File: src/ecc_mem_pkg.sv
`default_nettype none

package ecc_mem_pkg;

  localparam int data_w     = 32;
  localparam int ecc_w      = 7;                  // Six Hamming bits plus overall parity
  localparam int ham_w      = ecc_w - 1;
  localparam int code_w     = data_w + ecc_w;
  localparam int apb_addr_w = 4;

  typedef logic [data_w-1:0] data_t;
  typedef logic [code_w-1:0] code_t;

  typedef struct packed {
    data_t data;
    logic  serr;
    logic  derr;
  } rd_result_t;

  typedef struct packed {
    logic       single_en;                        // Flip pos_a
    logic       double_en;                        // Flip pos_a and pos_b
    logic [5:0] pos_a;
    logic [5:0] pos_b;
  } inject_t;

  typedef struct packed {
    logic                  psel;
    logic                  penable;
    logic                  pwrite;
    logic [apb_addr_w-1:0] paddr;
    data_t                 pwdata;
  } apb_req_t;

  typedef struct packed {
    data_t prdata;
    logic  pready;
    logic  pslverr;
  } apb_rsp_t;

  ////////////////////////////////////////////////////////////
  // Register map

  localparam logic [apb_addr_w-1:0] reg_inject   = 4'h0;
  localparam logic [apb_addr_w-1:0] reg_serr_cnt = 4'h4;
  localparam logic [apb_addr_w-1:0] reg_derr_cnt = 4'h8;

  ////////////////////////////////////////////////////////////
  // SEC-DED masks
  // Bit 0 is overall parity, positions 1..38 form the Hamming code
  // and check bit i sits at position 2**i

  localparam logic [ham_w-1:0][code_w-1:0] hamming_mask = {
    39'h7F_0000_0000,                             // Check bit 5
    39'h00_FFFF_0000,
    39'h00_FF00_FF00,
    39'h70_F0F0_F0F0,
    39'h4C_CCCC_CCCC,
    39'h2A_AAAA_AAAA                              // Check bit 0
  };

endpackage

`default_nettype wire

File: src/ecc_encoder.sv
`default_nettype none

module ecc_encoder (
  input  ecc_mem_pkg::data_t data,
  output ecc_mem_pkg::code_t code
);

  always_comb begin
    ecc_mem_pkg::code_t c;
    int j;
    c = '0;
    j = 0;
    // Data fills every position that is not a power of two
    for (int p = 1; p < ecc_mem_pkg::code_w; p++) begin
      if ((p & (p - 1)) != 0) begin
        c[p] = data[j];
        j++;
      end
    end
    for (int i = 0; i < ecc_mem_pkg::ham_w; i++) begin
      c[1 << i] = ^(c & ecc_mem_pkg::hamming_mask[i]);  // Check slots still zero here
    end
    c[0] = ^c[ecc_mem_pkg::code_w-1:1];           // Overall parity
    code = c;
  end

endmodule

`default_nettype wire

File: config.mk
export PLATFORM = sky130hd
export DESIGN_NAME = ecc_encoder
export DESIGN_NICKNAME = d
export VERILOG_FILES = /design/src/ecc_mem_pkg.sv /design/src/ecc_encoder.sv
export SDC_FILE = /design/constraint.sdc
export NUM_CORES = 1
export LEC_CHECK = 0
export BUFFER_PORTS_ARGS = -buffer_cell sky130_fd_sc_hd__clkbuf_2
export CORE_MARGIN = 10
export CORE_UTILIZATION = 29
export DETAILED_ROUTE_END_ITERATION = 10
export PLACE_DENSITY = 0.68
export SLEW_MARGIN = 15
export SYNTH_ARGS = -nofsm -noshare
export SYNTH_HDL_FRONTEND = slang
export SYNTH_SLANG_ARGS = --single-unit
File: constraint.sdc
create_clock -name vclk -period 2
set_input_delay 0.1 -clock vclk [all_inputs]
set_output_delay 0.1 -clock vclk [all_outputs]
set_load 0.02 [all_outputs]
# Word level (Yosys, flattened, before mapping)

Index checks and enable logic that the tools add are counted.

Bits in registers: 0
Output and inout port bits: 39
Logic and storage cells: 7

Reduce and logical (&&, ||, !) cells: 7

Operator list:

| operator      | number |
|---|---|
| parity 39 bit | 6 |
| parity 38 bit | 1 |

# Longest topological paths before layout

Depth in word-level cells: 2
Mapped depth: 5
Depth with buffers taken out: 5

# Least setup slack after synthesis

No wires, ideal clock.

Kind: in2out
From: in data[19]
To: out code[0]
Arrival time: 1.855 ns
Data required time: 1.900 ns
Path slack: 0.045 ns
Cell stages on the path: 5
Buffers on the path: 0
Cells stage by stage: xor2_1 xnor3_1 xnor2_1 xnor2_1 xnor3_1

Word-level cells in the longest chain between the ends: 2
Elaborated cells between the ends (all ways): 4
Those cells by class: 4 x reduce/logical

RTL lines:

| item            | RTL line          | text |
|---|---|---|
| start, declared | ecc_encoder.sv:4  | `input ecc_mem_pkg::data_t data,` |
| parity 39 bit   | ecc_encoder.sv:21 | `c[1 << i] = ^(c & ecc_mem_pkg::hamming_mask[i]);` |
| net code[1]     | ecc_encoder.sv:5  | `output ecc_mem_pkg::code_t code` |
| parity 38 bit   | ecc_encoder.sv:23 | `c[0] = ^c[ecc_mem_pkg::code_w-1:1];` |
| end, declared   | ecc_encoder.sv:5  |  |

The timed path passes the listed nets, and every way through them passes these cells.

# Worst setup path in the final report

From: in data[10]
To: out code[0]

Word-level cells in the longest chain between the ends: 2
Elaborated cells between the ends (all ways): 5
Those cells by class: 5 x reduce/logical

RTL lines:

| item              | RTL line |
|---|---|
| parity 39 bit     | ecc_encoder.sv:21 |
| parity 38 bit (*) | ecc_encoder.sv:23 |

Every way passes the cells marked *; elsewhere a longest branch is shown, timed or not.

==> metrics.txt <==
# TYPE chip_impl_metric gauge
chip_impl_metric{name="seqCellArea",unit="um^2"} 0
chip_impl_metric{name="post_route_cells_drive_above_1_share",unit=""} 0.660
chip_impl_metric{name="synth_seq_area_share",unit=""} 0
chip_impl_metric{name="fp-row-count",unit=""} 19
chip_impl_metric{name="grt_use_total",unit=""} 0.0723
chip_impl_metric{name="vias_in_the_first_global_route",unit=""} 768
chip_impl_info{name="grt_busiest_layer",value="met2"} 1
chip_impl_metric{name="global_route.overflow_total",unit=""} 0
chip_impl_info{name="post-synth-top-area-cell",value="xnor2_1"} 1
chip_impl_metric{name="post_drt_wl_per_cell",unit="um"} 13.4
chip_impl_metric{name="fin_cells",unit=""} 178
chip_impl_metric{name="n_antenna_cell",unit=""} 0
chip_impl_metric{name="route.final.wire_length",unit="mm"} 2.38
chip_impl_metric{name="crit_path_max_fanout",unit=""} 3
chip_impl_metric{name="crit_arrival",unit="ns"} 1.91
chip_impl_metric{name="yosys-mux-area-fraction",unit=""} 0
chip_impl_metric{name="multi_input_comb_area",unit="um^2"} 684
chip_impl_info{name="worst_setup_path_endpoint",value="code[0]"} 1
chip_impl_metric{name="syn_to_final_growth",unit="%"} 42.9
chip_impl_metric{name="worst_ir_drop_vdd",unit="uV"} 1740
chip_impl_info{name="cp-startpoint",value="data[10]"} 1
chip_impl_metric{name="hold_ws",unit="ns"} 0.444
chip_impl_metric{name="postSynthAreaPerCell",unit="um^2"} 9.84
chip_impl_metric{name="number_of_vias_in_the_routed_layout",unit=""} 711
chip_impl_metric{name="synth-simple-area-share",unit=""} 0
chip_impl_info{name="failing_checks",value="setup timing"} 1
chip_impl_metric{name="drt_iter0_markers",unit=""} 8
chip_impl_info{name="synth_commonest_cells",value="buf_4 (32), xnor2_1 (32), xor2_1 (12)"} 1
chip_impl_metric{name="timing.critical_path.required",unit="ns"} 1.90
chip_impl_metric{name="tightest_slew",unit="ns"} 0.320
chip_impl_metric{name="firstDrtPassIters",unit=""} 2
chip_impl_metric{name="post-route-min-period",unit="ns"} 2.01
chip_impl_metric{name="nets_in_the_synthesized_netlist",unit=""} 121
chip_impl_metric{name="placeableCoreArea",unit="um^2"} 2830
chip_impl_metric{name="global_route_wire_length_before_repair",unit="mm"} 3.38
chip_impl_metric{name="crit_path_max_incr_delay",unit="ns"} 0.41
chip_impl_metric{name="global_route.usage.met1",unit=""} 0.0648
chip_impl_metric{name="final-max-slew-violation-count",unit=""} 0
chip_impl_metric{name="drc",unit=""} 0
chip_impl_metric{name="nets",unit=""} 181
chip_impl_metric{name="netlist_instances",unit=""} 89
chip_impl_metric{name="post_synth_xor_area_fraction",unit=""} 0.717
chip_impl_metric{name="place.detailed.hpwl",unit="mm"} 2.24
chip_impl_metric{name="use_met2",unit=""} 0.156
chip_impl_metric{name="cell_pwr_density",unit="nW/um^2"} 1030
chip_impl_metric{name="post_drt_via_cell_ratio",unit=""} 3.99
chip_impl_info{name="critical-path-top-cell-by-count",value="xnor3_1"} 1
chip_impl_metric{name="final.clkbuf_count",unit=""} 0
chip_impl_metric{name="synth_top_cell_area_share",unit=""} 0.320
chip_impl_metric{name="final.period_utilization",unit=""} 1.01
chip_impl_metric{name="max_slew_margin",unit=""} 0.785
chip_impl_info{name="synth_top_family_by_area",value="XOR/XNOR gates"} 1
chip_impl_metric{name="antenna_found_initial",unit=""} 0
chip_impl_metric{name="design.die.area",unit="um^2"} 5620
chip_impl_metric{name="fill_cells",unit=""} 282
chip_impl_metric{name="hold-path-cell-count",unit=""} 2
chip_impl_metric{name="final_cell_area",unit="um^2"} 1250
chip_impl_metric{name="crit_buf_inv",unit=""} 2
chip_impl_metric{name="yosys.area_share.adder",unit=""} 0
chip_impl_metric{name="fin_setup_tns",unit="ns"} -0.0149
chip_impl_metric{name="grt_use_met3",unit=""} 0.0250
chip_impl_info{name="setup.worst_path.end_class",value="primary output"} 1
chip_impl_metric{name="place_worst_setup_slack",unit="ns"} -0.126
chip_impl_metric{name="final_critical_path_setup_slack",unit="ns"} -0.0149
chip_impl_metric{name="design.seq.count",unit=""} 0
chip_impl_info{name="hold_class",value="primary input to primary output"} 1
chip_impl_metric{name="cellLeakagePower",unit="nW"} 0.703
chip_impl_metric{name="finalHoldViolCount",unit=""} 0
chip_impl_metric{name="final_setup_fails",unit=""} 1
chip_impl_metric{name="grt_max_degree",unit=""} 4
chip_impl_metric{name="post_syn_area",unit="um^2"} 876
chip_impl_metric{name="die_height",unit="um"} 75.0
chip_impl_metric{name="synth_compound_gate_area_share",unit=""} 0
chip_impl_metric{name="port-buffer-count",unit=""} 71
chip_impl_metric{name="drt.antenna.violating_nets",unit=""} 0
chip_impl_metric{name="yosysWarnings",unit=""} 0
chip_impl_metric{name="placed_area",unit="um^2"} 1150
chip_impl_info{name="cpMaxStageDelayCell",value="xor3_1"} 1
chip_impl_metric{name="synth_cell_type_count",unit=""} 7
chip_impl_metric{name="gp_congestion",unit=""} 0.806
chip_impl_metric{name="cp_num_cells",unit=""} 7
chip_impl_metric{name="maxCapViolations",unit=""} 0
chip_impl_metric{name="placed_cells_incl_taps",unit=""} 175
chip_impl_info{name="worst_path_dominant_cell_family",value="XOR/XNOR gates"} 1
chip_impl_metric{name="fmaxAchievable",unit="MHz"} 496
chip_impl_metric{name="die_width",unit="um"} 75.0
chip_impl_metric{name="pin_count",unit=""} 71
chip_impl_info{name="crit_path_cell_trace",value="buf_8 -> xnor2_4 -> xor3_1 -> xnor3_1 -> xnor3_1 -> xnor3_1 -> buf_6"} 1
chip_impl_info{name="rsz0062_at_grt",value="true"} 1
chip_impl_metric{name="start_util",unit=""} 0.310
chip_impl_info{name="outcome",value="finished, violations left"} 1
chip_impl_info{name="start_kind",value="primary input"} 1
chip_impl_info{name="category_of_the_most_critical_setup_path",value="primary input to primary output"} 1
chip_impl_info{name="post_synth_main_area_contributors",value="xnor2_1 (32%), buf_4 (27%), xnor3_1 (23%)"} 1
## power breakdown
| part | switching, mW | internal [mW] | leakage [nW] |
|---|---|---|---|
| clock network | 0 | 0 | 0 |
| logic | 0.610 | 0.683 | 0.703 |
| registers | 0 | 0 | 0 |
## logic make-up (layout without fill, tap and decap cells)
| logic type | count (synthesis) | after routing |
|---|---|---|
| XOR/XNOR | 55 | 55 |
| buffers and inverters | 34 | 92 |
## through the flow
stage	util	power, mW
final	0.442	1.29
after detailed placement	0.406	1.15
after global routing	0.442	1.38
after global placement	0.406	1.15
after CTS	0.421	1.22
after floorplan	-	0.852
## area by class of cell
type	count	area share
repair buffers	90	0.416
well taps	31	0.0310
multi-input cells	55	0.547
inverters	2	0.00600
## per-layer routing
layer	share of wire	wire length, um
met1	0.29	701
met2	0.55	1320
met3	0.15	361
met4	0	0
met5	0	0
## worst min-delay path by stage
stage	endpoint	from
6_report	code[3]	data[0]
3_3_place_gp	code[25]	data[19]
5_1_grt	code[12]	data[7]
3_5_place_dp	code[25]	data[19]
4_1_cts	code[36]	data[29]
2_1_floorplan	code[10]	data[5]
## cells in the final DEF (no fill, tap or decap)
cell | netlist | routed
buf_4 | 32 | 19
xnor2_2 | 1 | 2
inv_1 | 2 | 2
xnor2_1 | 32 | 30
xor3_1 | 1 | 1
clkbuf_2 | 0 | 68
xnor2_4 | 0 | 1
xor2_1 | 12 | 8
xor2_2 | 0 | 4
buf_8 | 0 | 1
buf_6 | 0 | 2
xnor3_1 | 9 | 9
## repair_timing
action,CTS,global route
setup endpoints to repair,1,1
endpoints found under the hold margin,0,0
buffers inserted,1,2
pin swaps,3,9
resized for setup,5,12
cloned,0,0
hold buffers,0,0
(Power assumes the default switching activity.)
