### src/ecc_mem_pkg.sv
`default_nettype none

package ecc_mem_pkg;

  localparam int data_w     = 32;
  localparam int ecc_w      = 7;                  // Six Hamming bits plus overall parity
  localparam int ham_w      = ecc_w - 1;
  localparam int code_w     = data_w + ecc_w;
  localparam int apb_addr_w = 4;

  typedef logic [data_w-1:0] data_t;
  typedef logic [code_w-1:0] code_t;

  typedef struct packed {
    data_t data;
    logic  serr;
    logic  derr;
  } rd_result_t;

  typedef struct packed {
    logic       single_en;                        // Flip pos_a
    logic       double_en;                        // Flip pos_a and pos_b
    logic [5:0] pos_a;
    logic [5:0] pos_b;
  } inject_t;

  typedef struct packed {
    logic                  psel;
    logic                  penable;
    logic                  pwrite;
    logic [apb_addr_w-1:0] paddr;
    data_t                 pwdata;
  } apb_req_t;

  typedef struct packed {
    data_t prdata;
    logic  pready;
    logic  pslverr;
  } apb_rsp_t;

  ////////////////////////////////////////////////////////////
  // Register map

  localparam logic [apb_addr_w-1:0] reg_inject   = 4'h0;
  localparam logic [apb_addr_w-1:0] reg_serr_cnt = 4'h4;
  localparam logic [apb_addr_w-1:0] reg_derr_cnt = 4'h8;

  ////////////////////////////////////////////////////////////
  // SEC-DED masks
  // Bit 0 is overall parity, positions 1..38 form the Hamming code
  // and check bit i sits at position 2**i

  localparam logic [ham_w-1:0][code_w-1:0] hamming_mask = {
    39'h7F_0000_0000,                             // Check bit 5
    39'h00_FFFF_0000,
    39'h00_FF00_FF00,
    39'h70_F0F0_F0F0,
    39'h4C_CCCC_CCCC,
    39'h2A_AAAA_AAAA                              // Check bit 0
  };

endpackage

`default_nettype wire

### src/ecc_decoder.sv
`default_nettype none

module ecc_decoder (
  input  ecc_mem_pkg::code_t      code,
  output ecc_mem_pkg::rd_result_t result
);

  always_comb begin
    logic [ecc_mem_pkg::ham_w-1:0] syndrome;
    logic parity_bad;
    ecc_mem_pkg::code_t fixed;
    ecc_mem_pkg::rd_result_t res;
    int j;
    for (int i = 0; i < ecc_mem_pkg::ham_w; i++) begin
      syndrome[i] = ^(code & ecc_mem_pkg::hamming_mask[i]);
    end
    parity_bad = ^code;
    fixed = code;
    res = '0;

    if (parity_bad) begin
      if (syndrome == '0) begin
        res.serr = 1'b1;                          // Overall parity bit itself flipped
      end else if (int'(syndrome) < ecc_mem_pkg::code_w) begin
        fixed = code ^ (ecc_mem_pkg::code_t'(1) << syndrome);
        res.serr = 1'b1;
      end else begin
        res.derr = 1'b1;                          // Syndrome beyond the codeword
      end
    end else if (syndrome != '0) begin
      res.derr = 1'b1;
    end

    // Gather the data bits back out
    j = 0;
    for (int p = 1; p < ecc_mem_pkg::code_w; p++) begin
      if ((p & (p - 1)) != 0) begin
        res.data[j] = fixed[p];
        j++;
      end
    end
    result = res;
  end

endmodule

`default_nettype wire

### config.mk
export PLATFORM = sky130hd
export DESIGN_NAME = ecc_decoder
export DESIGN_NICKNAME = d
export VERILOG_FILES = /design/src/ecc_mem_pkg.sv /design/src/ecc_decoder.sv
export SDC_FILE = /design/constraint.sdc
export NUM_CORES = 1
export LEC_CHECK = 0
export BUFFER_PORTS_ARGS = -buffer_cell sky130_fd_sc_hd__buf_2
export CORE_MARGIN = 2
export CORE_UTILIZATION = 53
export DETAILED_ROUTE_END_ITERATION = 16
export PLACE_DENSITY = 0.95
export SYNTH_ARGS = -nofsm -noshare
export SYNTH_HDL_FRONTEND = slang
export SYNTH_SLANG_ARGS = --single-unit
export TNS_END_PERCENT = 1
### constraint.sdc
create_clock -name vclk -period 5.9
set_clock_uncertainty 0.2 [all_clocks]
set_input_delay 0.59 -clock vclk [all_inputs]
set_output_delay 0.59 -clock vclk [all_outputs]
set_load 0.02 [all_outputs]
# Word-level counts from Yosys, hierarchy flattened
# Cells that the tools add are included.
classes:
  shift: 1
  bitwise: 1
  order_cmp: 1
  n_reduce_logical: 9
  muxes: 10
ops:
  columns: ["op", "count"]
  rows:
  - ["$reduce_xor A39 Y1", 7]
  - ["$mux W39", 3]
  - ["$shl A1 B6 Y39 const A", 1]
  - ["$xor A39 B39 Y39", 1]
  - ["$mux W1", 7]
  - ["$logic_not A6 Y1", 1]
  - ["$lt A6 B6 Y1 const B", 1]
  - ["$reduce_bool A6 Y1", 1]
totals:
  elab_cells: 22
  regBits: 0

# Longest topological paths before layout
# Gate-level depths: netlist (run 1).
logic_depth:
  word_depth: 6
  mapped_depth: 8
  ltp_nobuf: 7

# Least setup slack after synthesis (run 1)
# No wires, ideal clock.
synth_timing:
  path_kind: "input to output"
  startpoint: "input code[8]"
  endpoint: "output result[20] in the netlist's numbering"
  required_ns: 5.110
  path_slack_ns: 2.578
  t_arrival_ns: 2.532
  stages: 7
  path_buffers: 0
  path_cell_list: "xor2_1 xnor2_1 xnor2_4 xnor2_4 nor4b_4 nand3_1 xnor2_1"
synth_rtl:
  columns: ["element", "line", "text"]
  rows:
  - ["start: declaration", "ecc_decoder.sv:4", "input ecc_mem_pkg::code_t code,"]
  - ["end: declaration", "ecc_decoder.sv:5", "output ecc_mem_pkg::rd_result_t result"]

==> metrics.txt, run 1 <==
slowest stage delay, CP=0.59 ns; Antenna Cells=0; vias in the first global route=1210; proportion of power drawn by combinational gates=1.000; count of port buffers added during placement=73; Worst Tran Pin Value=0.946 ns; largest delay contributor family on the critical path=XOR/XNOR gates; initial antenna violation count=0; register area share after synthesis=0; clock tree buffer count of the final layout=0; net count after synthesis=198; FF+latch count=0; critical path data arrival time=3.04 ns; internal power of the cells=0.269 mW; area added between synthesis and finish=26.7%; Final period util=0.649; Total Routed Length=3590 um; cell with the most instances on the worst path=xnor2_1; fill cell count=176; unrepaired setup endpoints after global routing=false; Final Worst Setup Slack=2.07 ns; Critical Path Sink Type=output port; path type of the worst setup path=in2out; number of cells on the critical path=9; Cell variety after synth=26; via/cell ratio=5.06; headroom to the max-slew limit=0.365; ratio of cells with drive above 1 in the final layout=0.414; number of warnings printed during yosys synthesis=0; number of iterations in the first detailed-routing pass=4; placeable core region=2520 sq um; die outline area=3150 sq um; pre-CTS setup slack=2.09 ns; count of buffers added by post-CTS timing repair for setup=0; hold buffer count at cts=0; starting density of the core=0.570; share of total power consumed by net switching=0.623; # Max-Cap Violations=0; HPWL after detailed placement=3180 um; worst hold-check path type=in2out; synthesized area per cell=9.05 sq um; GRT Total Usage=0.215; GRT overflow=0; Peak Freq=0.261 GHz; buffers and inverters on the worst path=2; required time of the critical path=5.11 ns; combined area of all synthesized cells=1440 sq um; startpoint kind of the worst setup timing path=primary input; # DRC=0; sequential cell fraction of total power=0; die width=56.1 um; WL per Instance=14.0 um; setup TNS=0 ns; leakage power=0.711 nW; run status=finished, final reports clean; Critical Path Source=code[14]; Max FO, Critical Path=9; number of resized instances in the post-cts repair step=0; Clk network pwr share=0; slowest cell on the critical path=nor2b_1; worst supply voltage drop on vdd=0.336 mV; number of endpoints failing setup at the final stage=0; number of max-slew violations in the final report=0; P_sw=0.446 mW; Multi-input gate area=1410 sq um; Net count, final=268; crit path cell chain=buf_2 -> xnor2_1 -> xnor2_1 -> xnor3_1 -> xnor2_1 -> nor2b_1 -> nor3b_2 -> xor2_1 -> buf_2; IO Pins=73; crit path time final=3.83 ns; count of routing violations after the opening detailed-route iteration=34; endpoint of the most critical setup path=result[29]; total area of sequential cells=0 sq um; Final Hold Fails=0; wire length of the first global-routing pass=5510 um; die outline height=56.1 um; hold_ws=1.29 ns; routability-driven placement congestion ratio=0.865; via total after detailed routing=1300; count of nets left with antenna violations after detail routing=0; synthesized instance count=159; standard-cell row count=18; pwr dens=392 nW/um^2; maximum number of pins on one net before global-route repair=14
[worst min path at each step]
stage | from | endpoint | slack, ns | depth (start not counted)
after floorplan | code[34] | result[29] | 1.11 | 1
after global placement | code[36] | result[31] | 1.29 | 3
after detailed placement | code[36] | result[31] | 1.29 | 3
after CTS | code[36] | result[31] | 1.29 | 3
after global routing | code[20] | result[16] | 1.30 | 3
final | code[36] | result[31] | 1.29 | 3
[cells in the mapped netlist]
cell type / n / area share
a21o_2: 1 / 0.0061
a21oi_1: 1 / 0.0035
a2bb2oi_1: 1 / 0.0061
a31oi_1: 1 / 0.0044
and2_1: 1 / 0.0044
buf_2: 3 / 0.010
clkbuf_1: 3 / 0.0078
nand2b_1: 1 / 0.0044
nand3_1: 28 / 0.097
nand3b_1: 2 / 0.010
nand4_4: 1 / 0.015
nor2_1: 1 / 0.0026
nor2b_1: 2 / 0.0087
nor3b_1: 1 / 0.0052
nor3b_2: 2 / 0.017
nor4_2: 1 / 0.0087
nor4_4: 1 / 0.015
nor4b_2: 1 / 0.010
nor4b_4: 2 / 0.033
o21ai_0: 1 / 0.0035
or2_2: 1 / 0.0044
xnor2_1: 75 / 0.46
xnor2_2: 7 / 0.079
xnor2_4: 3 / 0.057
xnor3_1: 2 / 0.031
xor2_1: 16 / 0.097
[metal layers]
metal,up-vias,routed length [um],global-route usage
met2,55,1850,0.407
met3,8,216,0.00465
li1,665,-,-
met4,0,86,0.0476
met1,572,1430,0.267
met5,-,0,0
[area by class of cell]
class	instances	area share
repair buffers	74	0.205
multi-input cells	153	0.775
well taps	30	0.0206
[power groups by stage]
stage                     combinational (mW)  sequential [mW]  clock (mW)
after floorplan                        0.579                0           0
after global placement                 0.694                0           0
after detailed placement               0.709                0           0
after CTS                              0.711                0           0
after global routing                   0.764                0           0
final                                  0.715                0           0
[logic make-up (layout without fill, tap and decap cells)]
kind of cell / Yosys count / in the layout / synth area share
xor+xnor: 103 / 103 / 0.722
compound gates: 5 / 5 / 0.0235
simple gates: 45 / 45 / 0.237
buf+inv: 6 / 74 / 0.0183
[tightest hold or removal path: cells and delay by family]
| kind | cells | cell delay (ns) |
|---|---|---|
| xor gates and xnor gates | 1 | 0.06 |
| buffers and inverters | 2 | 0.25 |
[placed cells by master (no fill, tap or decap), types with 2 or more instances in the layout]
cell,synthesis,final
nor2b_1,2,2
xnor2_1,75,75
nor4b_4,2,2
nand3b_1,2,2
xnor3_1,2,2
xor2_1,16,16
xnor2_2,7,7
nor3b_2,2,2
nand3_1,28,28
buf_2,3,73
xnor2_4,3,3
[metrics by stage]
step	utilization	power [mW]	std cells	instance area [sq um]
finish	0.723	0.715	257	1820
global route	0.723	0.764	257	1820
CTS	0.723	0.711	257	1820
detailed placement	0.723	0.709	257	1820
global placement	0.723	0.694	257	1820
floorplan	-	0.579	159	1440
(Power assumes the default switching activity.)
==> run 2: changes to the inputs <==
--- a/config.mk
+++ b/config.mk
@@ -7,7 +7,7 @@
 export LEC_CHECK = 0
 export BUFFER_PORTS_ARGS = -buffer_cell sky130_fd_sc_hd__buf_2
 export CORE_MARGIN = 2
-export CORE_UTILIZATION = 53
+export CORE_UTILIZATION = 49
 export DETAILED_ROUTE_END_ITERATION = 16
 export PLACE_DENSITY = 0.95
 export SYNTH_ARGS = -nofsm -noshare
==> constraint.sdc (replaced) <==
create_clock -name vclk -period 3.6
set_clock_uncertainty 0.2 [all_clocks]
set_input_delay 0.36 -clock vclk [all_inputs]
set_output_delay 0.36 -clock vclk [all_outputs]
set_load 0.02 [all_outputs]
==> run 2 against run 1 <==
Utilization is 5.6 points lower; wire length is 5.8% higher; via count is 7.9% higher; design area is 1.7% higher; first-iteration DRC count is 35% higher; combinational power is 78% higher; global-route usage is 1.2 points higher; setup slack worse by 1.8 ns; die area is 7.6% higher.
==> metrics.txt, run 2 (same netlist as run 1, synthesis figures left out) <==
run status=finished, final reports clean; total area of sequential cells=0 sq um; GRT overflow=0; # Max-Cap Violations=0; Antenna Cells=0; maximum number of pins on one net before global-route repair=17; placeable core region=2780 sq um; number of max-slew violations in the final report=0; headroom to the max-slew limit=0.525; hold buffer count at cts=0; count of nets left with antenna violations after detail routing=0; # DRC=0; Multi-input gate area=1410 sq um; Worst Tran Pin Value=0.710 ns; Clk network pwr share=0; Final Worst Setup Slack=0.318 ns; most frequent cells in the layout=xnor2_1, buf_2, nand3_1; pre-CTS setup slack=0.327 ns; Peak Freq=0.305 GHz; share of total power consumed by net switching=0.610; count of port buffers added during placement=73; crit path time final=3.28 ns; GRT Total Usage=0.227; HPWL after detailed placement=3290 um; fill cell count=232; number of resized instances in the post-cts repair step=0; area added between synthesis and finish=28.9%; die width=58.2 um; count of routing violations after the opening detailed-route iteration=46; Net count, final=272; Final Hold Fails=0; hold wc startpoint=code[28]; ratio of cells with drive above 1 in the final layout=0.424; sequential cell fraction of total power=0; Max FO, Critical Path=6; setup TNS=0 ns; die outline height=58.2 um; proportion of power drawn by combinational gates=1.000; vias in the first global route=1352; starting density of the core=0.517; clock tree buffer count of the final layout=0; leading cell type in the layout, fill and taps excluded=xnor2_1; pwr dens=683 nW/um^2; worst supply voltage drop on vdd=0.459 mV; wire length of the first global-routing pass=6120 um; endpoint of the most critical setup path=result[18]; leakage power=0.732 nW; WL per Instance=14.5 um; number of iterations in the first detailed-routing pass=4; Critical Path Source=code[38]; Critical Path Sink Type=output port; startpoint kind of the worst setup timing path=primary input; path type of the worst setup path=in2out; IO Pins=73; internal power of the cells=0.494 mW; via total after detailed routing=1403; FF+latch count=0; worst hold-check path type=in2out; count of buffers added by post-CTS timing repair for setup=0; standard-cell row count=19; Total Routed Length=3800 um; P_sw=0.772 mW; initial antenna violation count=0; number of endpoints failing setup at the final stage=0; die outline area=3390 sq um; via/cell ratio=5.35; Final period util=0.912; critical path data arrival time=2.72 ns; required time of the critical path=3.04 ns; routability-driven placement congestion ratio=0.858; unrepaired setup endpoints after global routing=false
[run 2: cell count changes in the layout (fill, tap and decap cells not counted)]
| cell | before | now |
|---|---|---|
| buf_4 | 1 | 5 |
[run 2: how the worst min path moves through the flow]
stage                 endpoint  cells past startpoint  slack [ns]
floorplan           result[29]                      1        0.65
global placement    result[24]                      3        0.83
detailed placement  result[24]                      3        0.83
CTS                 result[24]                      3        0.83
global route        result[24]                      3        0.84
finish              result[24]                      3        0.83
[run 2: final cells by class]
cell class | instances | share of cell area
multi-input cells | 153 | 0.762
well taps | 31 | 0.0209
repair buffers | 78 | 0.217
[run 2: routing by layer]
metal,GRT usage,part of all wire
met4,0.00997,0.0047
met2,0.438,0.54
met1,0.293,0.40
met5,0,0
met3,0.00670,0.058
[run 2: per-stage QoR]
stage | total power, mW | hold slack [ns] | area, sq um | instances | util
3_5_place_dp | 1.25 | 0.835 | 1850 | 262 | 0.667
6_report | 1.27 | 0.832 | 1850 | 262 | 0.667
4_1_cts | 1.25 | 0.835 | 1850 | 262 | 0.667
2_1_floorplan | 0.949 | 0.648 | 1440 | 159 | -
5_1_grt | 1.35 | 0.844 | 1850 | 262 | 0.667
3_3_place_gp | 1.21 | 0.833 | 1850 | 262 | 0.667
[run 2: critical path, cell delays in order]
cell     delay [ns]
buf_2          0.13
xor2_1         0.23
xnor2_2        0.17
xnor3_1        0.48
xnor2_1        0.35
and2_1         0.30
buf_4          0.19
nand3_1        0.14
xnor2_1        0.18
buf_2          0.18
[run 2: power groups by stage]
stage / Sequential, mW / Combinational [mW] / Clock [mW]
CTS: 0 / 1.25 / 0
global placement: 0 / 1.21 / 0
detailed placement: 0 / 1.25 / 0
finish: 0 / 1.27 / 0
global route: 0 / 1.35 / 0
floorplan: 0 / 0.949 / 0
