==> src/ecc_mem_pkg.sv <==
`default_nettype none

package ecc_mem_pkg;

  localparam int data_w     = 32;
  localparam int ecc_w      = 7;                  // Six Hamming bits plus overall parity
  localparam int ham_w      = ecc_w - 1;
  localparam int code_w     = data_w + ecc_w;
  localparam int apb_addr_w = 4;

  typedef logic [data_w-1:0] data_t;
  typedef logic [code_w-1:0] code_t;

  typedef struct packed {
    data_t data;
    logic  serr;
    logic  derr;
  } rd_result_t;

  typedef struct packed {
    logic       single_en;                        // Flip pos_a
    logic       double_en;                        // Flip pos_a and pos_b
    logic [5:0] pos_a;
    logic [5:0] pos_b;
  } inject_t;

  typedef struct packed {
    logic                  psel;
    logic                  penable;
    logic                  pwrite;
    logic [apb_addr_w-1:0] paddr;
    data_t                 pwdata;
  } apb_req_t;

  typedef struct packed {
    data_t prdata;
    logic  pready;
    logic  pslverr;
  } apb_rsp_t;

  ////////////////////////////////////////////////////////////
  // Register map

  localparam logic [apb_addr_w-1:0] reg_inject   = 4'h0;
  localparam logic [apb_addr_w-1:0] reg_serr_cnt = 4'h4;
  localparam logic [apb_addr_w-1:0] reg_derr_cnt = 4'h8;

  ////////////////////////////////////////////////////////////
  // SEC-DED masks
  // Bit 0 is overall parity, positions 1..38 form the Hamming code
  // and check bit i sits at position 2**i

  localparam logic [ham_w-1:0][code_w-1:0] hamming_mask = {
    39'h7F_0000_0000,                             // Check bit 5
    39'h00_FFFF_0000,
    39'h00_FF00_FF00,
    39'h70_F0F0_F0F0,
    39'h4C_CCCC_CCCC,
    39'h2A_AAAA_AAAA                              // Check bit 0
  };

endpackage

`default_nettype wire

==> src/delay_line.sv <==
`default_nettype none

module delay_line #(
  parameter int  DEPTH     = 1,
  parameter type payload_t = logic
) (
  input  logic     clk,
  input  logic     rst,
  input  logic     in_vld,
  input  payload_t in_data,
  output logic     out_vld,
  output payload_t out_data
);

  if (DEPTH == 0) begin : g_pass
    assign out_vld  = in_vld;
    assign out_data = in_data;
  end else begin : g_pipe
    logic [DEPTH-1:0] vld_q;
    payload_t data_q [DEPTH];

    always_ff @(posedge clk) begin
      if (rst) begin
        vld_q <= '0;
      end else begin
        vld_q[0] <= in_vld;
        for (int s = 1; s < DEPTH; s++) begin
          vld_q[s] <= vld_q[s-1];
        end
      end
    end

    always_ff @(posedge clk) begin
      data_q[0] <= in_data;
      for (int s = 1; s < DEPTH; s++) begin
        data_q[s] <= data_q[s-1];
      end
    end

    assign out_vld  = vld_q[DEPTH-1];
    assign out_data = data_q[DEPTH-1];
  end

endmodule

`default_nettype wire

==> src/ecc_apb_regs.sv <==
`default_nettype none

module ecc_apb_regs (
  input  logic                  clk,
  input  logic                  rst,
  input  ecc_mem_pkg::apb_req_t apb_req,
  output ecc_mem_pkg::apb_rsp_t apb_rsp,
  output ecc_mem_pkg::inject_t  inject,
  input  logic                  inject_used,
  input  logic                  serr_evt,
  input  logic                  derr_evt
);

  localparam int cnt_w = 16;

  typedef struct packed {
    logic serr;
    logic derr;
  } err_evt_t;

  logic                  access;
  logic                  wr_access;
  err_evt_t              evt_in;
  err_evt_t              evt_q;
  logic                  evt_vld;
  logic [1:0]            cnt_clr;                 // Index 0 serr, index 1 derr
  logic [1:0]            cnt_inc;
  logic [1:0][cnt_w-1:0] cnt;

  assign access    = apb_req.psel && apb_req.penable;
  assign wr_access = access && apb_req.pwrite;

  ////////////////////////////////////////////////////////////
  // Injection request

  always_ff @(posedge clk) begin
    if (rst) begin
      inject <= '0;
    end else if (wr_access && apb_req.paddr == ecc_mem_pkg::reg_inject) begin
      inject <= ecc_mem_pkg::inject_t'(apb_req.pwdata[$bits(ecc_mem_pkg::inject_t)-1:0]);
    end else if (inject_used) begin
      inject.single_en <= 1'b0;                   // One write consumes it
      inject.double_en <= 1'b0;
    end
  end

  ////////////////////////////////////////////////////////////
  // Error counters

  assign evt_in = '{serr: serr_evt, derr: derr_evt};

  delay_line #(
    .DEPTH     (1),
    .payload_t (err_evt_t)
  ) evt_dly_i (
    .clk      (clk),
    .rst      (rst),
    .in_vld   (serr_evt || derr_evt),
    .in_data  (evt_in),
    .out_vld  (evt_vld),
    .out_data (evt_q)
  );

  assign cnt_clr[0] = wr_access && apb_req.paddr == ecc_mem_pkg::reg_serr_cnt;
  assign cnt_clr[1] = wr_access && apb_req.paddr == ecc_mem_pkg::reg_derr_cnt;
  assign cnt_inc[0] = evt_vld && evt_q.serr;
  assign cnt_inc[1] = evt_vld && evt_q.derr;

  always_ff @(posedge clk) begin
    if (rst) begin
      cnt <= '0;
    end else begin
      for (int k = 0; k < 2; k++) begin
        if (cnt_clr[k]) cnt[k] <= '0;
        else if (cnt_inc[k] && cnt[k] != '1) cnt[k] <= cnt[k] + 1'b1;  // Saturate
      end
    end
  end

  // Read mux with zero wait states
  always_comb begin
    apb_rsp.pready  = 1'b1;
    apb_rsp.pslverr = 1'b0;
    apb_rsp.prdata  = '0;
    case (apb_req.paddr)
      ecc_mem_pkg::reg_inject:   apb_rsp.prdata = ecc_mem_pkg::data_w'(inject);
      ecc_mem_pkg::reg_serr_cnt: apb_rsp.prdata = ecc_mem_pkg::data_w'(cnt[0]);
      ecc_mem_pkg::reg_derr_cnt: apb_rsp.prdata = ecc_mem_pkg::data_w'(cnt[1]);
      default:                   apb_rsp.pslverr = access;
    endcase
  end

endmodule

`default_nettype wire

==> config.mk <==
export PLATFORM = sky130hd
export DESIGN_NAME = ecc_apb_regs
export DESIGN_NICKNAME = d
export VERILOG_FILES = /design/src/ecc_mem_pkg.sv /design/src/delay_line.sv /design/src/ecc_apb_regs.sv
export SDC_FILE = /design/constraint.sdc
export NUM_CORES = 1
export LEC_CHECK = 0
export BUFFER_PORTS_ARGS = -buffer_cell sky130_fd_sc_hd__clkbuf_2
export CAP_MARGIN = 20
export CORE_ASPECT_RATIO = 1.25
export CORE_MARGIN = 2
export CORE_UTILIZATION = 30
export CTS_CLUSTER_DIAMETER = 40
export DETAILED_ROUTE_END_ITERATION = 6
export SLEW_MARGIN = 30
export SYNTH_ARGS = -nofsm -noshare
export SYNTH_HDL_FRONTEND = slang
export SYNTH_HIERARCHICAL = 1
export SYNTH_SLANG_ARGS = --single-unit
==> constraint.sdc <==
create_clock -name clk -period 1.7 [get_ports clk]
set_input_delay 0.255 -clock clk [delete_from_list [all_inputs] [get_ports clk]]
set_output_delay 0.255 -clock clk [all_outputs]
set_load 0.005 [all_outputs]
== Word-level counts from Yosys, hierarchy flattened ==
Memories as Yosys holds them, arrays and structs flattened.
Index checks and enable logic that the tools add are counted.

* Register bits after elaboration: 47
* Memory bits (writable): 2
* Bits of input ports: 44
* Memories kept: 1

* $add $sub $neg: 2
* Muxes and demuxes: 4
* Equal/unequal tests: 4
* Reductions and logical operators: 15

{| class="wikitable"
|+ Memories
! memory !! depth !! width !! read ports !! clocked after Yosys merged registers in !! wr ports !! line !! source
|-
| evt_dly_i.g_pipe.data_q || 1 || 2 || 1 || 0 || 1 || delay_line.sv:20 || <nowiki>payload_t data_q [DEPTH];</nowiki>
|}

{| class="wikitable"
|+ Operators by type and width
! cell !! count
|-
| $pmux W16 S3 || 1
|-
| $add A16 B1 Y16 const B || 2
|-
| $ne A16 B16 Y1 const B || 2
|-
| $logic_and A1 B1 Y1 || 9
|-
| $eq A4 B3 Y1 const B || 1
|-
| $eq A4 B4 Y1 const B || 1
|-
| $logic_not A4 Y1 || 1
|-
| $mux W2 || 2
|-
| $reduce_or A2 Y1 || 2
|-
| $reduce_or A3 Y1 || 1
|-
| $reduce_bool A2 Y1 || 1
|-
| $logic_or A1 B1 Y1 || 1
|-
| $mux W1 || 1
|}

== Depth between registers and ports, before layout ==
Gate-level depths: netlist of run 1.

* Word-level depth: 4
* Gate-level depth with buffers: 6
* Gate-level depth less buffers: 5

== Modules after synthesis ==
Netlist of run 1, hierarchy kept.

{| class="wikitable"
|+ By module, submodules not included
! module !! cells an instance !! times used !! area an instance (um2)
|-
| ecc_apb_regs || 341 || 1 || 2647.5
|-
| delay_line || 4 || 1 || 73.8
|}

== Worst setup path after synthesis of run 1 ==
OpenSTA, ideal clock, no wires.

* Path type: reg-to-reg
* Start point: reg cnt[23] (netlist bit)
* End point: reg cnt[25] (netlist bit)
* Path slack: -48 ps
* Arrival time: 1678 ps
* Stages on the path, launching flop included: 5
* Data required time: 1630 ps
* Cell sequence: dfxtp_1 nand4_2 or4_4 or4_1 a21oi_1

* Cells in the longest elaborated chain, start to end: 2
* Elaborated cells on any way between the ends: 3
* Those cells by class: add/sub: 1; eq/ne: 1; reduce/logical: 1

{| class="wikitable"
|+ RTL lines
! what !! line !! source
|-
| start, declared || ecc_apb_regs.sv:28 || <nowiki>logic [1:0][cnt_w-1:0] cnt;</nowiki>
|-
| start signal, assigned || ecc_apb_regs.sv:71 || <nowiki>cnt <= '0;</nowiki>
|-
| start signal, assigned by index || ecc_apb_regs.sv:74 || <nowiki>if (cnt_clr[k]) cnt[k] <= '0;</nowiki>
|-
| parallel branches: the longest is 2 deep, another holds $add A16 B1 Y16 || - ||
|}

Parallel ways; which one is timed is not known.
A chain may end at the register's enable or synchronous reset.

== Worst setup path after layout of run 1 ==
Same ends and word-level chain as after synthesis.

==> metrics.txt, run 1 <==
Pwr per Cell Area=552.7 nW/um^2; final setup fails=0; num rows=38; DR iter-0 viols=150; internal power=1.591 mW; deepest clock path buffer count=2; Sw Ratio=24.06%; Die Height=110.5 um; post-synth top area cell=dfxtp_1; GR Layer Usage met1=20.04%; first-pass GRT wire length=13,270 um; Hold Vio Cnt, Final=0; Worst IR Drop VDD=0.0003998 V; fin. max-slew vios=0; met3 GRT Util=1.943%; Fill cells=907; final instance count without filler cells=582; Setup CP Type=register to register; CTS tree=yes; f_max=589.4 MHz; Yosys reg bits=49; DRC=0; EDFF count, synth=0; Detailed Routing Iterations Pass 1=4; power share of the combinational group=7.4%; remaining global-route overflow=0; Core Box Area=8748 sq um; clk sink count=49; CP max stage cell=or4_4; initial antenna violation count=0; Syn Inst Count=345; CP Max Fanout=5; Crit path max-delay family=simple AND/OR/NAND/NOR gates; RSZ-0062 raised after global routing=true; Vias/cell=5.052; Min Hold Slack=0.06997 ns; dpl hpwl=6221 um; number of buffers added on ports=56; M2 GR Usage=30.02%; Clock power frac=37.0%; placed cells=563; crit share post-route=99.79%; Setup crit start kind=register; die width=89.19 um; # hold bufs at CTS=0; Final nets=507; H-tree depth=2; Antenna Nets Post-Route=0; Post-synth top cells=nand2_1 (79), dfxtp_1 (49), a21oi_1 (34), buf_4 (17), clkbuf_1 (15); MaxCap Viol Count=0; clock period minus worst slack=1.697 ns; starting density of the core=31.11%; DR WL/cell=14.53 um; net switching power=0.5039 mW; ys async rst share=0%; Tot GR Track Use=16.72%; Num CTS Buffers=5; worst skew pair latency=0.30 ns; synth-to-layout area growth=39.26%; Die ar.=9854 sq um; cell chain of the critical path=nand4_2 -> or4_4 -> or4_1 -> a21oi_1; root buffer cell=clkbuf_8; Routed Wire Length=8456 um; via count=2,940; Critical Path AT=1.94 ns; Yosys top cell area share=36.05%; Syn Std Cell Area=2721 sq um; grt peak-use layer=met2; top post-synthesis cells by area=dfxtp_1 (36%), nand2_1 (11%), a21oi_1 (6.3%), buf_4 (4.7%), a22oi_1 (3.9%); share of layout cells above drive strength 1=37.66%; sequential fraction of the synthesis area=36.05%; Critical Path RT=1.94 ns; Least-Margin Pin Slew=0.6307 ns; YS warnings=6; clock skew=0.006318 ns; prevailing post-synth register cell=dfxtp_1; sequential group share of total power=55.6%; Post-Syn Area per Cell=7.888 sq um; global placement routability congestion=0.9079; Hold Crit Class=primary input to register; clock-pin slew on the worst setup and hold paths=0.09 ns; WP buf/inv=0; count leader, synth=nand2_1; Ports=92; largest net degree at the start of global routing=19; vias in the first global route=2,807; Worst slew margin=57.95%; Worst path max stage delay=0.57 ns; critical path capture point type=register; Synth cell types=47; leak pwr=1.563 nW; status=complete, no violations; diodes inserted=0
placed cells by master, fill, tap and decap left out, types with 3 or more instances in the layout:
master / n
dfxtp_2: 9
or4_1: 5
inv_1: 5
clkbuf_2: 56
a21oi_1: 31
a22oi_1: 14
nor4_2: 3
nand2b_1: 7
or3_1: 5
o31ai_1: 8
conb_1: 17
clkbuf_8: 7
o31ai_2: 3
and2_1: 4
dfxtp_1: 38
a211oi_1: 4
o21ai_0: 7
a21oi_2: 3
buf_6: 3
and4_1: 5
o21a_1: 3
mux2i_1: 8
buf_4: 67
nand2_1: 79
nor3_1: 3
and3_1: 5
nand3_1: 10
nand4_1: 8
nor2_1: 3
or4_4: 5
power by group through the flow:
stage               clock [mW]  combinational (mW)  sequential [mW]
floorplan                    0              0.0997             1.19
global placement             0               0.147             1.19
detailed placement           0               0.149             1.19
CTS                      0.795               0.150             1.17
global route             0.846               0.176             1.17
finish                   0.775               0.154             1.17
cell type report:
class | count | area [sq um] | share of cell area [%]
clock inverter | 1 | 5.005 | 0.1321
multi-input combinational | 272 | 1678 | 44.27
timing repair buffer | 128 | 842.1 | 22.22
clock buffer | 7 | 96.34 | 2.542
inverter | 5 | 18.77 | 0.4952
tap | 120 | 150.1 | 3.962
sequential | 49 | 999.7 | 26.38
flip-flops by register name (all words and copies together) (netlist names):
| name | count |
|---|---|
| evt_dly_i/g_pipe.data_q | 2 |
| inject | 14 |
| evt_dly_i/out_vld | 1 |
| cnt | 32 |
final timing paths:
path | from | end | slack, ns | cells after the start
worst max-delay path | cnt[23]$_SDFFE_PP0P_ | cnt[25]$_SDFFE_PP0P_ | 0.003 | 4
worst min-delay path | serr_evt | evt_dly_i/g_pipe.data_q[0][1]$_DFF_P_ | 0.07 | 1
worst max register to register | cnt[23]$_SDFFE_PP0P_ | cnt[25]$_SDFFE_PP0P_ | 0.003 | 4
worst min register to register | inject[2]$_SDFFE_PP0P_ | inject[2]$_SDFFE_PP0P_ | 0.48 | 2
cells by family after synthesis:
logic type | synth area share [%]
AO/OA/AOI/OAI | 21.47
adder cells (fa/ha/maj) | 0.9194
AND/OR/NAND/NOR | 30.34
multiplexers | 2.943
flip-flops | 36.05
other | 0.2760
buffers and inverters | 8.000
worst reg2reg max path: cells and delay by family, from the launching register on:
kind | cells | cell delay, ns
and+or+nand+nor | 3 | 1.17
AOI/OAI and AO/OA | 1 | 0.13
DFF | 1 | 0.35
through the flow:
step | TNS, ns | instance area, sq um | setup WS, ns | util, % | power, mW
floorplan | 0 | 2790 | 0.01001 | - | 1.291
global placement | -0.03788 | 3491 | -0.02528 | 39.90 | 1.338
detailed placement | -0.1320 | 3491 | -0.04089 | 39.90 | 1.340
CTS | 0 | 3631 | 0.003571 | 41.50 | 2.111
global route | -0.2486 | 3790 | -0.06185 | 43.32 | 2.189
finish | 0 | 3790 | 0.003495 | 43.32 | 2.095
routing by layer:
metal	wire [um]	part of all wire, %	vias to the layer above
met5	0	0	-
met4	190	2.2	0
met3	454	5.4	15
met2	4515	53	77
met1	3296	39	1386
li1	-	-	1462
what timing repair did:
action                     in CTS  in global routing
setup buffers                   2                  8
cloned                          0                  1
pin swaps                       2                 11
gates resized for setup        10                 21
setup endpoints to repair       9                 10
(Power assumes the default switching activity.)
==> run 2, diff against run 1 <==
CORE_ASPECT_RATIO = 2   (was 1.25)
CORE_UTILIZATION = 46   (was 30)
PLACE_DENSITY = 0.77   (was default)
==> metrics.txt, run 2 (synthesized netlist as in run 1, its figures left out) <==
clock skew=0.002378 ns; first-pass GRT wire length=12,930 um; Ports=92; num rows=39; starting density of the core=47.67%; Detailed Routing Iterations Pass 1=4; Critical Path RT=1.92 ns; CP Max Fanout=3; clock-pin slew on the worst setup and hold paths=0.07 ns; synth-to-layout area growth=35.26%; number of cells on the worst reg-to-reg path=5; DRC=0; worst skew pair latency=0.29 ns; global placement routability congestion=0.9092; crit share post-route=98.05%; Die Height=112.8 um; clock period minus worst slack=1.667 ns; crit path capture=cnt[24]$_SDFFE_PP0P_; final setup margin=0.03319 ns; Tot GR Track Use=24.99%; H-tree depth=2; Die ar.=6584 sq um; most frequent cells in the layout=nand2_1 (78), buf_4 (61), clkbuf_2 (56); met3 wire length=405 um; die width=58.39 um; Routed Wire Length=8168 um; worst slack, placed=-0.02984 ns; Max Used Layer=met4; share of layout cells above drive strength 1=35.90%; Setup CP Type=register to register; worst setup path startpoint=cnt[16]$_SDFFE_PP0P_; Pwr Total=2.349 mW; Num CTS Buffers=5; fin. max-slew vios=0; Fin Setup TNS=0 ns; DR WL/cell=15.86 um; deepest clock path buffer count=2; Post-DP Area=3417 sq um; FF-to-FF Start=cnt[16]$_SDFFE_PP0P_; Hold Crit Class=primary input to register; max reg flops=32; largest net degree at the start of global routing=19; Worst IR Drop VDD=0.0007184 V; number of buffers added on ports=56; Vias/cell=5.901; CTS tree=yes; Metal-1 WL=2748 um; MaxCap Viol Count=0; status=complete, no violations; via count=3,039; Met2 Wirelength=4499 um; initial antenna violation count=0; dpl hpwl=6140 um; Final Cell Area=3681 sq um; Core Box Area=5709 sq um; register with the most flip-flops=cnt; most common library cell in the layout ignoring fill and taps=nand2_1; Final nets=499; diodes inserted=0; Worst slew margin=53.11%; leak pwr=1.534 nW; DR iter-0 viols=147; Least-Margin Pin Slew=0.7034 ns; Hold Vio Cnt, Final=0; remaining global-route overflow=0; # hold bufs at CTS=0; critical path capture point type=register; Setup crit start kind=register; Critical Path AT=1.89 ns; vias in the first global route=3,095; Fill cells=492; f_max=599.9 MHz; RSZ-0062 raised after global routing=true; Pwr per Cell Area=638.1 nW/um^2; reg2reg setup slack=0.03 ns; Min Hold Slack=0.07921 ns; root buffer cell=clkbuf_16; clk sink count=49; final setup fails=0; Antenna Nets Post-Route=0; largest registers=cnt (32), inject (14), evt_dly_i/g_pipe.data_q (2); Crit Reg-Reg Endpoint=cnt[24]$_SDFFE_PP0P_
run 2: cell count changes in the layout (fill, tap and decap cells not counted), sizes merged:
| cell | previous run | this run |
|---|---|---|
| buf | 72 | 64 |
| inv | 5 | 7 |
| clkbuf | 63 | 61 |
| clkinvlp | 0 | 1 |
| clkinv | 1 | 0 |
run 2: worst max-delay path, cell delays in order, from the launching register on:
cell,delay (ns)
dfxtp_4,0.37
ha_4,0.14
and3_4,0.19
nand4_1,0.18
or4_1,0.58
a21oi_1,0.14
run 2: worst min-delay path by stage:
stage	start	end	slack (ns)	cells after the start
final	serr_evt	evt_dly_i/g_pipe.data_q[0][1]$_DFF_P_	0.08	1
after global routing	serr_evt	evt_dly_i/g_pipe.data_q[0][1]$_DFF_P_	0.09	1
after CTS	serr_evt	evt_dly_i/g_pipe.data_q[0][1]$_DFF_P_	0.08	1
after detailed placement	serr_evt	evt_dly_i/g_pipe.data_q[0][1]$_DFF_P_	0.39	1
after global placement	serr_evt	evt_dly_i/g_pipe.data_q[0][1]$_DFF_P_	0.38	1
after floorplan	derr_evt	evt_dly_i/g_pipe.data_q[0][0]$_DFF_P_	0.28	0
run 2: cell type report:
class | instances | area [sq um] | area share (%)
Timing Repair Buffer | 120 | 780.7 | 21.21
Clock buffer | 5 | 125.1 | 3.399
Multi-Input combinational cell | 272 | 1659 | 45.07
Clock inverter | 3 | 25.02 | 0.6798
Sequential cell | 49 | 996.0 | 27.06
Inverter | 5 | 18.77 | 0.5099
Tap cell | 61 | 76.32 | 2.073
run 2: per-stage QoR:
step	instances	utilization (%)
2_1_floorplan	360	-
3_3_place_gp	504	59.85
3_5_place_dp	504	59.85
4_1_cts	513	62.77
5_1_grt	515	64.48
6_report	515	64.48
run 2: metal layers:
metal	vias up	track usage [%]
met4	0	16.43
met5	-	0
li1	1449	-
met1	1422	22.69
met3	42	3.086
met2	126	48.09
run 2: timing repair:
item,CTS,global route
pin swaps,2,11
buffers inserted,1,2
endpoints found under the setup margin,8,23
resized for setup,5,22
run 2: power breakdown:
part	total, mW	switching, mW	leakage (nW)	internal (mW)
Combinational	0.156	0.0890	1.06	0.0674
Sequential	1.17	0.00869	0.401	1.16
Clock	1.03	0.470	0.0708	0.557
Total	2.35	0.567	1.53	1.78
==> run 3, diff against run 2 <==
==> constraint.sdc (replaced) <==
create_clock -name clk -period 1.7 [get_ports clk]
set_input_delay 0.34 -clock clk [delete_from_list [all_inputs] [get_ports clk]]
set_output_delay 0.34 -clock clk [all_outputs]
set_load 0.005 [all_outputs]
==> metrics.txt, run 3 (synthesized netlist as in run 1, its figures left out) <==
status=complete, no violations; Die ar.=6584 sq um; placed cells=503; DR WL/cell=16.99 um; H-tree depth=2; WP buf/inv=4; Routed Wire Length=8782 um; Setup crit start kind=primary input; diodes inserted=0; worst skew pair latency=0.30 ns; most common library cell in the layout ignoring fill and taps=nand2_1; deepest clock path buffer count=2; final setup margin=0.009964 ns; Ports=92; DR iter-0 viols=114; Worst IR Drop VDD=0.0008294 V; CP Max Fanout=4; initial antenna violation count=0; global placement routability congestion=0.9303; via count=3,093; root buffer cell=clkbuf_16; critical path capture point type=output pin; Critical Path AT=1.35 ns; clock skew=0.007238 ns; Die Height=112.8 um; Num CTS Buffers=5; crit share post-route=99.41%; Hold Vio Cnt, Final=0; MaxCap Viol Count=0; worst slack, placed=-0.03030 ns; final instance count without filler cells=517; Detailed Routing Iterations Pass 1=5; Crit path max-delay family=buffers and inverters; Worst path max stage delay=0.27 ns; Fill cells=444; Setup CP Type=primary input to output pin; cell chain of the critical path=buf_8 -> nor4b_4 -> buf_6 -> clkbuf_16 -> a22oi_2 -> nand2_1 -> clkbuf_2; f_max=591.7 MHz; first-pass GRT wire length=13,260 um; synth-to-layout area growth=38.25%; vias in the first global route=3,104; largest registers=cnt (32), inject (14), evt_dly_i/g_pipe.data_q (2); Hold Crit Class=primary input to register; DRC=0; CP max stage cell=nor4b_4; die width=58.39 um; remaining global-route overflow=0; Tot GR Track Use=26.03%; Vias/cell=5.983; Critical Path RT=1.36 ns; share of layout cells above drive strength 1=35.53%; most frequent cells in the layout=nand2_1 (78), buf_4 (57), clkbuf_2 (51); clock period minus worst slack=1.690 ns; RSZ-0062 raised after global routing=true; clk sink count=49; Pwr per Cell Area=619.8 nW/um^2; max reg flops=32; clock-pin slew on the worst setup and hold paths=0.07 ns; Core Box Area=5709 sq um; Final nets=501; largest net degree at the start of global routing=19; footprint of the multi-input gates=1677 sq um; CTS tree=yes; num rows=39; starting density of the core=47.67%; dpl hpwl=6218 um; Storage cell area=992.2 sq um; Min Hold Slack=0.1620 ns; register with the most flip-flops=cnt; fin. max-slew vios=0; # hold bufs at CTS=0; number of buffers added on ports=56; Antenna Nets Post-Route=0; final setup fails=0; leak pwr=1.571 nW
[run 3: cell types whose count changed in the layout (fill, tap and decap cells not counted), sizes merged]
| cell | change |
|---|---|
| inv | -2 |
| clkinvlp | -1 |
| buf | +5 |
[run 3: metal layers]
layer  part of all wire (%)  track usage (%)  vias to the layer above
li1                       -                -                     1454
met1                     32            24.02                     1465
met2                     57            48.91                      131
met3                    5.3            4.114                       43
met4                    5.5            17.52                        0
met5                      0                0                        -
[run 3: where the power goes]
group / leakage (nW) / switching (mW) / internal (mW)
clock: 0.0652 / 0.435 / 0.549
sequential: 0.400 / 0.00835 / 1.16
combinational: 1.11 / 0.0982 / 0.0831
[run 3: what timing repair did]
item	CTS	global route
pin swaps	2	18
setup endpoints to repair	7	27
resized for setup	6	43
buffers inserted	1	1
gates cloned	0	4
[run 3: worst paths after layout]
check	slack [ns]	end	cells past startpoint	from
max	0.01	apb_rsp[4]	7	apb_req[35]
min	0.16	evt_dly_i/g_pipe.data_q[0][1]$_DFF_P_	1	serr_evt
min reg2reg	0.48	inject[4]$_SDFFE_PP0P_	2	inject[4]$_SDFFE_PP0P_
max reg2reg	0.02	cnt[13]$_SDFFE_PP0P_	5	cnt[5]$_SDFFE_PP0P_
[run 3: cell type report]
class | count | share of cell area [%]
clock buffer | 8 | 3.625
sequential | 49 | 26.37
inverter | 5 | 0.4988
multi-input combinational | 272 | 44.56
tap | 61 | 2.029
timing repair buffer | 122 | 22.91
[run 3: worst register-to-register path: stages, from the launching register on]
cell	delay, ns
dfxtp_1	0.37
and3_1	0.23
and4_1	0.24
buf_4	0.17
o41a_1	0.37
o21a_1	0.19
[run 3: per-stage QoR]
| step | setup TNS, ns | instance area, sq um | total power [mW] | util, % |
|---|---|---|---|---|
| CTS | 0 | 3568 | 2.308 | 62.50 |
| global route | -0.1350 | 3762 | 2.388 | 65.90 |
| floorplan | -0.08825 | 2794 | 1.292 | - |
| global placement | -0.02404 | 3413 | 1.341 | 59.79 |
| detailed placement | -0.1045 | 3413 | 1.345 | 59.79 |
| finish | 0 | 3762 | 2.332 | 65.90 |
